File: src/logic/vidin_config.svh
`ifndef VIDIN_CONFIG_SVH
`define VIDIN_CONFIG_SVH

// Width of one bus word, four of them ride on each write
`define VIDIN_WORD_W 16

// Pixel address carried by the commit slot
`define VIDIN_ADDR_W 19

`define VIDIN_SLOT_W 3

// Column field inside the pixel address, so the row starts at this bit
`define VIDIN_COL_BITS 9

`endif

File: src/logic/vidin_bus_pkg.sv
`default_nettype none

`include "vidin_config.svh"

package vidin_bus_pkg;

   // Slot codes as they arrive on adr
   // Slots 2 to 7 stage the quads in pyramid order, left before right
   typedef enum logic [`VIDIN_SLOT_W-1:0] {
      slot_nop      = 0,
      slot_commit   = 1,
      slot_s1_left  = 2,
      slot_s1_right = 3,
      slot_s2_left  = 4,
      slot_s2_right = 5,
      slot_s4_left  = 6,
      slot_s4_right = 7
   } slot_e;

   typedef logic [`VIDIN_WORD_W-1:0] bus_word_t;

endpackage

`default_nettype wire

File: src/logic/vidin_frame_pkg.sv
`default_nettype none

`include "vidin_config.svh"

package vidin_frame_pkg;

   // Row in the upper bits, column in the low VIDIN_COL_BITS
   typedef logic [`VIDIN_ADDR_W-1:0] pix_addr_t;

   // Components packed rp, ip, rn, in from the top down
   typedef logic [4*`VIDIN_WORD_W-1:0] quad_t;

   // One new-data strobe per quad, bit 0 is scale 1 left
   // Bits run in slot order: s1 l/r, s2 l/r, s4 l/r
   typedef logic [5:0] strobe_t;

endpackage

`default_nettype wire

File: src/logic/vidin_wb_port.sv
`timescale 1ns/1ps
`default_nettype none

`include "vidin_config.svh"

module vidin_wb_port (
   input  wire logic                          clk,
   input  wire logic                          rst,
   input  wire logic                          cyc,
   input  wire logic                          stb,
   input  wire logic                          we,
   input  wire logic [`VIDIN_SLOT_W-1:0]      adr,
   input  wire logic [4*`VIDIN_WORD_W-1:0]    dat_w,
   output logic                               ack,
   output logic                               slot_valid,
   output vidin_bus_pkg::slot_e               slot,
   output vidin_bus_pkg::bus_word_t           word0,
   output vidin_bus_pkg::bus_word_t           word1,
   output vidin_bus_pkg::bus_word_t           word2,
   output vidin_bus_pkg::bus_word_t           word3
);

   import vidin_bus_pkg::*;

   logic req;
   logic accept;
   logic held;

   assign req = cyc && stb;

   // A request is taken once, then held off until the master drops stb
   assign accept = req && !held;

   always_ff @(posedge clk)
   begin
      if (rst)
      begin
         ack        <= 1'b0;
         slot_valid <= 1'b0;
         held       <= 1'b0;
      end
      else
      begin
         ack        <= accept;
         slot_valid <= accept && we;
         held       <= req;
      end
   end

   // Slot code and words only matter while slot_valid is high
   always_ff @(posedge clk)
   begin
      if (accept)
      begin
         slot  <= slot_e'(adr);
         word0 <= dat_w[`VIDIN_WORD_W-1:0];
         word1 <= dat_w[2*`VIDIN_WORD_W-1:`VIDIN_WORD_W];
         word2 <= dat_w[3*`VIDIN_WORD_W-1:2*`VIDIN_WORD_W];
         word3 <= dat_w[4*`VIDIN_WORD_W-1:3*`VIDIN_WORD_W];
      end
   end

   // Each request gets one ack pulse and never a stretched one
   ack_single_cycle: assert property (
      @(posedge clk) disable iff (rst) ack |=> !ack
   );

endmodule

`default_nettype wire

File: src/logic/vidin_frame_stage.sv
`timescale 1ns/1ps
`default_nettype none

`include "vidin_config.svh"

module vidin_frame_stage (
   input  wire logic                      clk,
   input  wire logic                      rst,
   input  wire logic                      slot_valid,
   input  wire vidin_bus_pkg::slot_e      slot,
   input  wire vidin_bus_pkg::bus_word_t  word0,
   input  wire vidin_bus_pkg::bus_word_t  word1,
   input  wire vidin_bus_pkg::bus_word_t  word2,
   input  wire vidin_bus_pkg::bus_word_t  word3,
   output vidin_frame_pkg::quad_t         q_s1_left,
   output vidin_frame_pkg::quad_t         q_s1_right,
   output vidin_frame_pkg::quad_t         q_s2_left,
   output vidin_frame_pkg::quad_t         q_s2_right,
   output vidin_frame_pkg::quad_t         q_s4_left,
   output vidin_frame_pkg::quad_t         q_s4_right
);

   import vidin_bus_pkg::*;
   import vidin_frame_pkg::*;

   quad_t quad_in;

   // Word 0 is rp and lands in the top of the quad
   assign quad_in = {word0, word1, word2, word3};

   always_ff @(posedge clk)
   begin
      if (rst)
      begin
         q_s1_left  <= '0;
         q_s1_right <= '0;
         q_s2_left  <= '0;
         q_s2_right <= '0;
         q_s4_left  <= '0;
         q_s4_right <= '0;
      end
      else if (slot_valid)
      begin
         case (slot)
            slot_s1_left:
               q_s1_left <= quad_in;
            slot_s1_right:
               q_s1_right <= quad_in;
            slot_s2_left:
               q_s2_left <= quad_in;
            slot_s2_right:
               q_s2_right <= quad_in;
            slot_s4_left:
               q_s4_left <= quad_in;
            slot_s4_right:
               q_s4_right <= quad_in;
            // Commit and no-op leave the staged frame alone
            default:
            begin
            end
         endcase
      end
   end

   // The port must hand over a clean slot code with every event
   slot_known: assert property (
      @(posedge clk) disable iff (rst) slot_valid |-> !$isunknown(slot)
   );

endmodule

`default_nettype wire

File: src/logic/vidin_frame_publish.sv
`timescale 1ns/1ps
`default_nettype none

`include "vidin_config.svh"

module vidin_frame_publish (
   input  wire logic                      clk,
   input  wire logic                      rst,
   input  wire logic                      slot_valid,
   input  wire vidin_bus_pkg::slot_e      slot,
   input  wire vidin_bus_pkg::bus_word_t  word0,
   input  wire vidin_bus_pkg::bus_word_t  word1,
   input  wire vidin_frame_pkg::quad_t    q_s1_left,
   input  wire vidin_frame_pkg::quad_t    q_s1_right,
   input  wire vidin_frame_pkg::quad_t    q_s2_left,
   input  wire vidin_frame_pkg::quad_t    q_s2_right,
   input  wire vidin_frame_pkg::quad_t    q_s4_left,
   input  wire vidin_frame_pkg::quad_t    q_s4_right,
   output vidin_frame_pkg::pix_addr_t     pix_addr,
   output logic                           comp_switch,
   output vidin_frame_pkg::strobe_t       new_data,
   output vidin_frame_pkg::quad_t         out_s1_left,
   output vidin_frame_pkg::quad_t         out_s1_right,
   output vidin_frame_pkg::quad_t         out_s2_left,
   output vidin_frame_pkg::quad_t         out_s2_right,
   output vidin_frame_pkg::quad_t         out_s4_left,
   output vidin_frame_pkg::quad_t         out_s4_right
);

   import vidin_bus_pkg::*;
   import vidin_frame_pkg::*;

   // Address bits that spill over from word0 into the top of word1
   localparam int HI_BITS = `VIDIN_ADDR_W - `VIDIN_WORD_W;
   localparam int SW_BIT  = `VIDIN_WORD_W - 1 - HI_BITS;

   logic      commit;
   pix_addr_t addr_next;
   logic      keep_s2;
   logic      keep_s4;
   strobe_t   strobe_next;

   assign commit    = slot_valid && (slot == slot_commit);
   assign addr_next = {word1[`VIDIN_WORD_W-1 -: HI_BITS], word0};

   // Scale 2 takes every second column and row, scale 4 every fourth
   assign keep_s2 = !addr_next[0] && !addr_next[`VIDIN_COL_BITS];
   assign keep_s4 = keep_s2 && !addr_next[1] && !addr_next[`VIDIN_COL_BITS+1];

   assign strobe_next = {keep_s4, keep_s4, keep_s2, keep_s2, 2'b11};

   always_ff @(posedge clk)
   begin
      if (rst)
      begin
         pix_addr     <= '0;
         comp_switch  <= 1'b0;
         new_data     <= '0;
         out_s1_left  <= '0;
         out_s1_right <= '0;
         out_s2_left  <= '0;
         out_s2_right <= '0;
         out_s4_left  <= '0;
         out_s4_right <= '0;
      end
      else if (commit)
      begin
         pix_addr     <= addr_next;
         comp_switch  <= word1[SW_BIT];
         new_data     <= strobe_next;
         out_s1_left  <= q_s1_left;
         out_s1_right <= q_s1_right;
         out_s2_left  <= q_s2_left;
         out_s2_right <= q_s2_right;
         out_s4_left  <= q_s4_left;
         out_s4_right <= q_s4_right;
      end
      else
      begin
         // Outputs hold between commits, strobes are single pulses
         new_data <= '0;
      end
   end

   // The pyramid never announces a coarse sample without the finer ones
   strobe_nesting: assert property (
      @(posedge clk) disable iff (rst)
         ((new_data[5:4] & ~new_data[3:2]) == 2'b00) &&
         ((new_data[3:2] & ~new_data[1:0]) == 2'b00)
   );

endmodule

`default_nettype wire

File: src/logic/vidin_rx_top.sv
`timescale 1ns/1ps
`default_nettype none

`include "vidin_config.svh"

module vidin_rx_top (
   input  wire logic                          clk,
   input  wire logic                          rst,
   input  wire logic                          cyc,
   input  wire logic                          stb,
   input  wire logic                          we,
   input  wire logic [`VIDIN_SLOT_W-1:0]      adr,
   input  wire logic [4*`VIDIN_WORD_W-1:0]    dat_w,
   output logic                               ack,
   output vidin_frame_pkg::pix_addr_t         pix_addr,
   output logic                               comp_switch,
   output vidin_frame_pkg::strobe_t           new_data,
   output vidin_frame_pkg::quad_t             out_s1_left,
   output vidin_frame_pkg::quad_t             out_s1_right,
   output vidin_frame_pkg::quad_t             out_s2_left,
   output vidin_frame_pkg::quad_t             out_s2_right,
   output vidin_frame_pkg::quad_t             out_s4_left,
   output vidin_frame_pkg::quad_t             out_s4_right
);

   import vidin_bus_pkg::*;
   import vidin_frame_pkg::*;

   logic      slot_valid;
   slot_e     slot;
   bus_word_t word0;
   bus_word_t word1;
   bus_word_t word2;
   bus_word_t word3;

   // Staged frame, held until the next commit copies it out
   quad_t q_s1_left;
   quad_t q_s1_right;
   quad_t q_s2_left;
   quad_t q_s2_right;
   quad_t q_s4_left;
   quad_t q_s4_right;

   vidin_wb_port u_wb_port (
      .clk        (clk),
      .rst        (rst),
      .cyc        (cyc),
      .stb        (stb),
      .we         (we),
      .adr        (adr),
      .dat_w      (dat_w),
      .ack        (ack),
      .slot_valid (slot_valid),
      .slot       (slot),
      .word0      (word0),
      .word1      (word1),
      .word2      (word2),
      .word3      (word3)
   );

   vidin_frame_stage u_frame_stage (
      .clk        (clk),
      .rst        (rst),
      .slot_valid (slot_valid),
      .slot       (slot),
      .word0      (word0),
      .word1      (word1),
      .word2      (word2),
      .word3      (word3),
      .q_s1_left  (q_s1_left),
      .q_s1_right (q_s1_right),
      .q_s2_left  (q_s2_left),
      .q_s2_right (q_s2_right),
      .q_s4_left  (q_s4_left),
      .q_s4_right (q_s4_right)
   );

   // Only the commit's first two words reach the publisher
   vidin_frame_publish u_frame_publish (
      .clk          (clk),
      .rst          (rst),
      .slot_valid   (slot_valid),
      .slot         (slot),
      .word0        (word0),
      .word1        (word1),
      .q_s1_left    (q_s1_left),
      .q_s1_right   (q_s1_right),
      .q_s2_left    (q_s2_left),
      .q_s2_right   (q_s2_right),
      .q_s4_left    (q_s4_left),
      .q_s4_right   (q_s4_right),
      .pix_addr     (pix_addr),
      .comp_switch  (comp_switch),
      .new_data     (new_data),
      .out_s1_left  (out_s1_left),
      .out_s1_right (out_s1_right),
      .out_s2_left  (out_s2_left),
      .out_s2_right (out_s2_right),
      .out_s4_left  (out_s4_left),
      .out_s4_right (out_s4_right)
   );

endmodule

`default_nettype wire

File: config.mk
export PLATFORM = sky130hd
export DESIGN_NAME = vidin_rx_top
export DESIGN_NICKNAME = d
export VERILOG_FILES = /design/src/logic/vidin_bus_pkg.sv /design/src/logic/vidin_frame_pkg.sv /design/src/logic/vidin_wb_port.sv /design/src/logic/vidin_frame_stage.sv /design/src/logic/vidin_frame_publish.sv /design/src/logic/vidin_rx_top.sv
export VERILOG_INCLUDE_DIRS = /design/src /design/src/logic
export SDC_FILE = /design/constraint.sdc
export NUM_CORES = 2
export LEC_CHECK = 0
export ABC_AREA = 1
export BUFFER_PORTS_ARGS = -buffer_cell sky130_fd_sc_hd__clkbuf_2
export CAP_MARGIN = 20
export CORE_AREA = 4 4 343 345
export DETAILED_ROUTE_END_ITERATION = 8
export DIE_AREA = 0 0 347 349
export PLACE_DENSITY = 0.58
export SLEW_MARGIN = 20
export SYNTH_ARGS = -nofsm -noshare
export SYNTH_HDL_FRONTEND = slang
export SYNTH_SLANG_ARGS = --single-unit
File: constraint.sdc
create_clock -name clk -period 4 [get_ports clk]
set_input_delay 0.2 -clock clk [delete_from_list [all_inputs] [get_ports clk]]
set_output_delay 0.2 -clock clk [all_outputs]
set_load 0.05 [all_outputs]
=== Word-level counts from Yosys, hierarchy flattened ===
Cells that the tools add are included.
Widths: inputs -> output; s select.

* Muxes and demuxes: 1
* Reductions and logical operators: 19
* Equal/unequal tests: 7
* Bitwise operators: 1

{| class="wikitable"
|+ Operators with widths
! kind !! count
|-
| $eq 3x3->1 const B || 4
|-
| $reduce_and 2->1 || 6
|-
| $logic_and 1x1->1 || 7
|-
| $eq 3x2->1 const B || 2
|-
| $logic_not 1->1 || 5
|-
| $eq 3x1->1 const B || 1
|-
| $mux 2 || 1
|-
| $reduce_or 2->1 || 1
|-
| $not 1->1 || 1
|}

* Bits in registers: 863

=== Longest topological paths before layout ===
* Word-level depth: 4
* Gate-level depth with buffers: 7
* Mapped depth without buffers: 5

=== Modules after synthesis ===
Synthesis repeated with hierarchy kept, for this count alone.

* Cells, all modules: 4,904
* Area, all modules: 35,201.3 um2

{| class="wikitable"
|+ Modules (own cells, without submodules)
! module !! cells each !! seq. area each (um2) !! instances !! area an instance (um2)
|-
| vidin_frame_publish || 2,660 || 8,147.8 || 1 || 17,843.4
|-
| vidin_frame_stage || 2,167 || 7,687.4 || 1 || 15,250.9
|-
| vidin_wb_port || 77 || 2,072.0 || 1 || 2,107.0
|}

=== Worst setup path after synthesis ===
Ideal clock, no wire load.

* Path type: reg2reg
* From: reg u_wb_port.held
* To: reg u_wb_port.slot[0] (enable)
* Stages on the path, launching flop included: 2
* Slack: 0.379 ns
* Arrival time: 3.128 ns
* Setup time: 0.494 ns
* Period minus slack after synthesis: 3.621 ns
* Buffers on the path: 0
* Cells stage by stage: dfxtp_1 > nor2_1

* Word-level cells in the longest chain between the ends: 2

{| class="wikitable"
|+ Ends and longest elaborated chain
! what !! line !! text
|-
| from (decl) || vidin_wb_port.sv:27 || <nowiki>logic held;</nowiki>
|-
| from (signal assigned) || vidin_wb_port.sv:46 || <nowiki>held <= req;</nowiki>
|-
| $logic_not 1->1 || vidin_wb_port.sv:32 || <nowiki>assign accept = req && !held;</nowiki>
|-
| $logic_and 1x1->1 || vidin_wb_port.sv:32 ||
|-
| net u_wb_port.accept || vidin_wb_port.sv:26 || <nowiki>logic accept;</nowiki>
|-
| to (signal assigned) || vidin_wb_port.sv:55 || <nowiki>slot <= slot_e'(adr);</nowiki>
|-
| to (decl) || vidin_wb_port.sv:16 || <nowiki>output vidin_bus_pkg::slot_e slot,</nowiki>
|}

The timed path passes the listed nets, and every way through them passes these cells.
A chain may end at the register's enable or synchronous reset.

=== Worst setup path after layout ===
* From: reg u_wb_port.slot[2]
* To: reg u_frame_stage.q_s4_left[39]

* Word-level cells in the longest chain between the ends: 2

{| class="wikitable"
|+ Ends and longest elaborated chain
! what !! line !! text
|-
| $eq 3x3->1 || vidin_frame_stage.sv:44 || <nowiki>case (slot)</nowiki>
|-
| $reduce_and 2->1 (no line) || -- ||
|-
| to (signal assigned) || vidin_frame_stage.sv:54 || <nowiki>q_s4_left <= quad_in;</nowiki>
|-
| to (decl) || vidin_frame_stage.sv:19 || <nowiki>output vidin_frame_pkg::quad_t q_s4_left,</nowiki>
|}

No other way between the ends.

==> flow_summary.ini <==
[synthesis]
synth_area_mm2 = 0.0341
synthSimpleGateAreaFrac_pct = 37.0
syn_nets = 4910
postSynthCellCount = 4838
yosysMostFrequentCell = nor2_1
avgSynthCellArea_um2 = 7.06
netlist.area_leader.share_pct = 46.6
synth-async-reset-ratio_pct = 0
synthDistinctLibCells = 15
synth_xor_area_share_pct = 0
synth_top_cell_by_area = dfxtp_1
synth-seq-cells = 861
yosys_warnings = 0
synthAdderAreaFrac_pct = 0
synth_top_flop_cell = dfxtp_1
synth_top_family_by_area = simple AND/OR/NAND/NOR gates
synthTopCellsByCount = nor2_1, nand2_1, dfxtp_1
synth.area.top_cells = dfxtp_1, nor2_1, nand3_1
synth_mux_area_share_pct = 0
synth-edff-count = 67
yosysSeqAreaShare_pct = 52.5
synth_compound_area_share_pct = 0.938

[worst_hold_path]
hold_path.class = in2reg

[clock_tree]
clockBufferDepth = 3
cts_buffers = 97
clock_sinks = 861
cts_setup_buffers = 0
tritoncts = done
cts.reportedPaths.clkPinSlew_ns = 0.06
cts_root_buf = clkbuf_16
clk_latency_ns = 0.67
h-tree-depth = 3
postCtsResizedCells = 0

[grt]
antenna_found_initial = 11
grt_max_degree = 140
grt-busiest-layer = met2
grt_util_met2_pct = 33.5
track_usage_pct = 19.9
gr-usage-met1_pct = 25.9
grt_pass1_wl_mm = 183
grtUsageMet3_pct = 3.93
grt-ovfl-total = 0
grt_pass1_vias = 28200

[finish]
drive_gt1_share_pct = 13.5
syn2layout_area_growth_pct = 22.3
final_area_mm2 = 0.0417
utilization_pct = 36.6
num-nets-final = 5286
fillers = 12200
stdcell_count = 6810

[setup_path]
crit_fanout = 139
critPathKind = reg2reg
endpoint_kind = flop
arrival_ns = 2.93
crit_required_ns = 4.54
worstSetupStartpointType = flop

[power]
power_density_mw_per_mm2 = 452
sw_frac_of_total_pct = 24.2
pwr-share-seq_pct = 46.6
internal-power_mw = 14.3
vdd_drop_max_mv = 0.265
p_leak_nw = 17.1
pwr-share-clk_pct = 47.8
combPwrFrac_pct = 5.6
p_switching_mw = 4.56
p_total_mw = 18.9

[timing]
drv_slew = 0
setup_slack_ns = 1.61
fin_tns_setup_ns = 0
hold_viol_final = 0
max_clock_freq_ghz = 0.418
finClkSkew_ns = 0.0244
setup_viol = 0
rsz0062_at_grt = false
layout_min_cycle_time_ns = 2.39
worst_hold_slack_ns = 0.0772
fin_crit_sh_pct = 59.8
worstMarginPinSlew_ns = 1.06
max-slew-margin-rel_pct = 29.2

[detailed_routing]
routed_via_density = 4.54
ant_nets = 0
dr.first_iter.drc_count = 2589
wl_per_cell_um = 18.4
first_pass_iters = 5
drc = 0
vias = 30900
wl_mm = 125

[status]
status = complete, no violations

[placement]
place.gp.congestion = 0.777
port_buffers = 482
postPlaceCellArea_mm2 = 0.0378
post-dp-hpwl_mm = 79.0
place_inst = 6555
dp_slack_ns = 1.70

[die]
fp-row-count = 124
core-area_mm2 = 0.114
initial_core_util_pct = 29.9
die_h_um = 349
dieArea_mm2 = 0.121
pin_count = 483
die_w_um = 347

[job]
cap_violations = 0
sequential cells by signal (all words and copies together) (netlist names), 3 cells and up:
| name | count |
|---|---|
| u_frame_publish.out_s2_right | 64 |
| u_wb_port.word2 | 16 |
| u_frame_publish.out_s4_right | 64 |
| u_frame_publish.out_s2_left | 64 |
| u_wb_port.word1 | 16 |
| u_frame_publish.out_s1_left | 64 |
| u_frame_stage.q_s1_right | 64 |
| u_wb_port.word0 | 16 |
| u_frame_stage.q_s1_left | 64 |
| u_wb_port.slot | 3 |
| u_frame_stage.q_s2_left | 64 |
| u_frame_publish.out_s1_right | 64 |
| u_frame_stage.q_s2_right | 64 |
| u_frame_stage.q_s4_left | 64 |
| u_frame_publish.out_s4_left | 64 |
| u_frame_stage.q_s4_right | 64 |
| u_wb_port.word3 | 16 |
| u_frame_publish.pix_addr | 19 |
| u_frame_publish.new_data | 3 |
kinds of logic after synthesis:
| group | after synthesis |
|---|---|
| compound gates | 64 |
| buf+inv | 799 |
| flops | 861 |
| simple gates | 3114 |
cells in the final DEF, fill, tap and decap left out, drive strengths merged:
| master | instances |
|---|---|
| a21oi | 64 |
| buf | 66 |
| bufinv | 4 |
| clkbuf | 625 |
| clkinv | 21 |
| clkinvlp | 4 |
| dfxtp | 794 |
| diode | 3 |
| dlygate4sd3 | 72 |
| edfxtp | 67 |
| inv | 464 |
| nand2 | 861 |
| nand3 | 726 |
| nor2 | 1526 |
| nor3 | 1 |
what timing repair did:
item                                    in CTS  in global routing
hold buffers                                72                  0
endpoints found under the hold margin       71                  0
endpoints found under the setup margin       0                  0
critical path, stage by stage (launching register included):
cell and delay, ns:
edfxtp_1 0.43, nand2_1 0.31, inv_8 0.59, buf_4 0.44, nand3_1 0.12, nand2_1 0.09, nor2_1 0.04
routing by layer:
| metal | part of all wire (%) | wire [um] |
|---|---|---|
| met4 | 3.0 | 3800 |
| met1 | 43 | 54000 |
| met3 | 6.5 | 8150 |
| met2 | 47 | 59400 |
| met5 | 0 | 0 |
power by group through the flow:
stage / sequential, mW / clock [mW] / combinational [mW]
4_1_cts: 8.80 / 9.27 / 1.07
3_5_place_dp: 8.99 / 0 / 1.01
2_1_floorplan: 9.07 / 0 / 0.529
6_report: 8.80 / 9.03 / 1.05
3_3_place_gp: 8.99 / 0 / 1.01
5_1_grt: 8.81 / 9.63 / 1.15
path summary, 6_finish.rpt:
check	cells after the start	end	slack (ns)	startpoint
setup / recovery	6	u_frame_stage.q_s4_left[39]	1.61	u_wb_port.slot[2]
hold / removal	3	u_wb_port.word0[1]	0.08	cyc
setup reg to reg	6	u_frame_stage.q_s4_left[39]	1.61	u_wb_port.slot[2]
hold reg to reg	2	u_frame_stage.q_s1_right[24]	0.48	u_frame_stage.q_s1_right[24]
final cells by class:
type / count / area, um2 / share of cell area (%)
Antenna cell: 3 / 7.51 / 0.0180
Tap cell: 1512 / 1890 / 4.53
Sequential cell: 861 / 17900 / 42.9
Inverter: 456 / 1730 / 4.14
Timing Repair Buffer: 620 / 3970 / 9.50
Clock inverter: 37 / 352 / 0.842
Multi-Input combinational cell: 3178 / 13000 / 31.1
Clock buffer: 143 / 2890 / 6.92
Note: power is estimated with default switching activity, not from simulation.
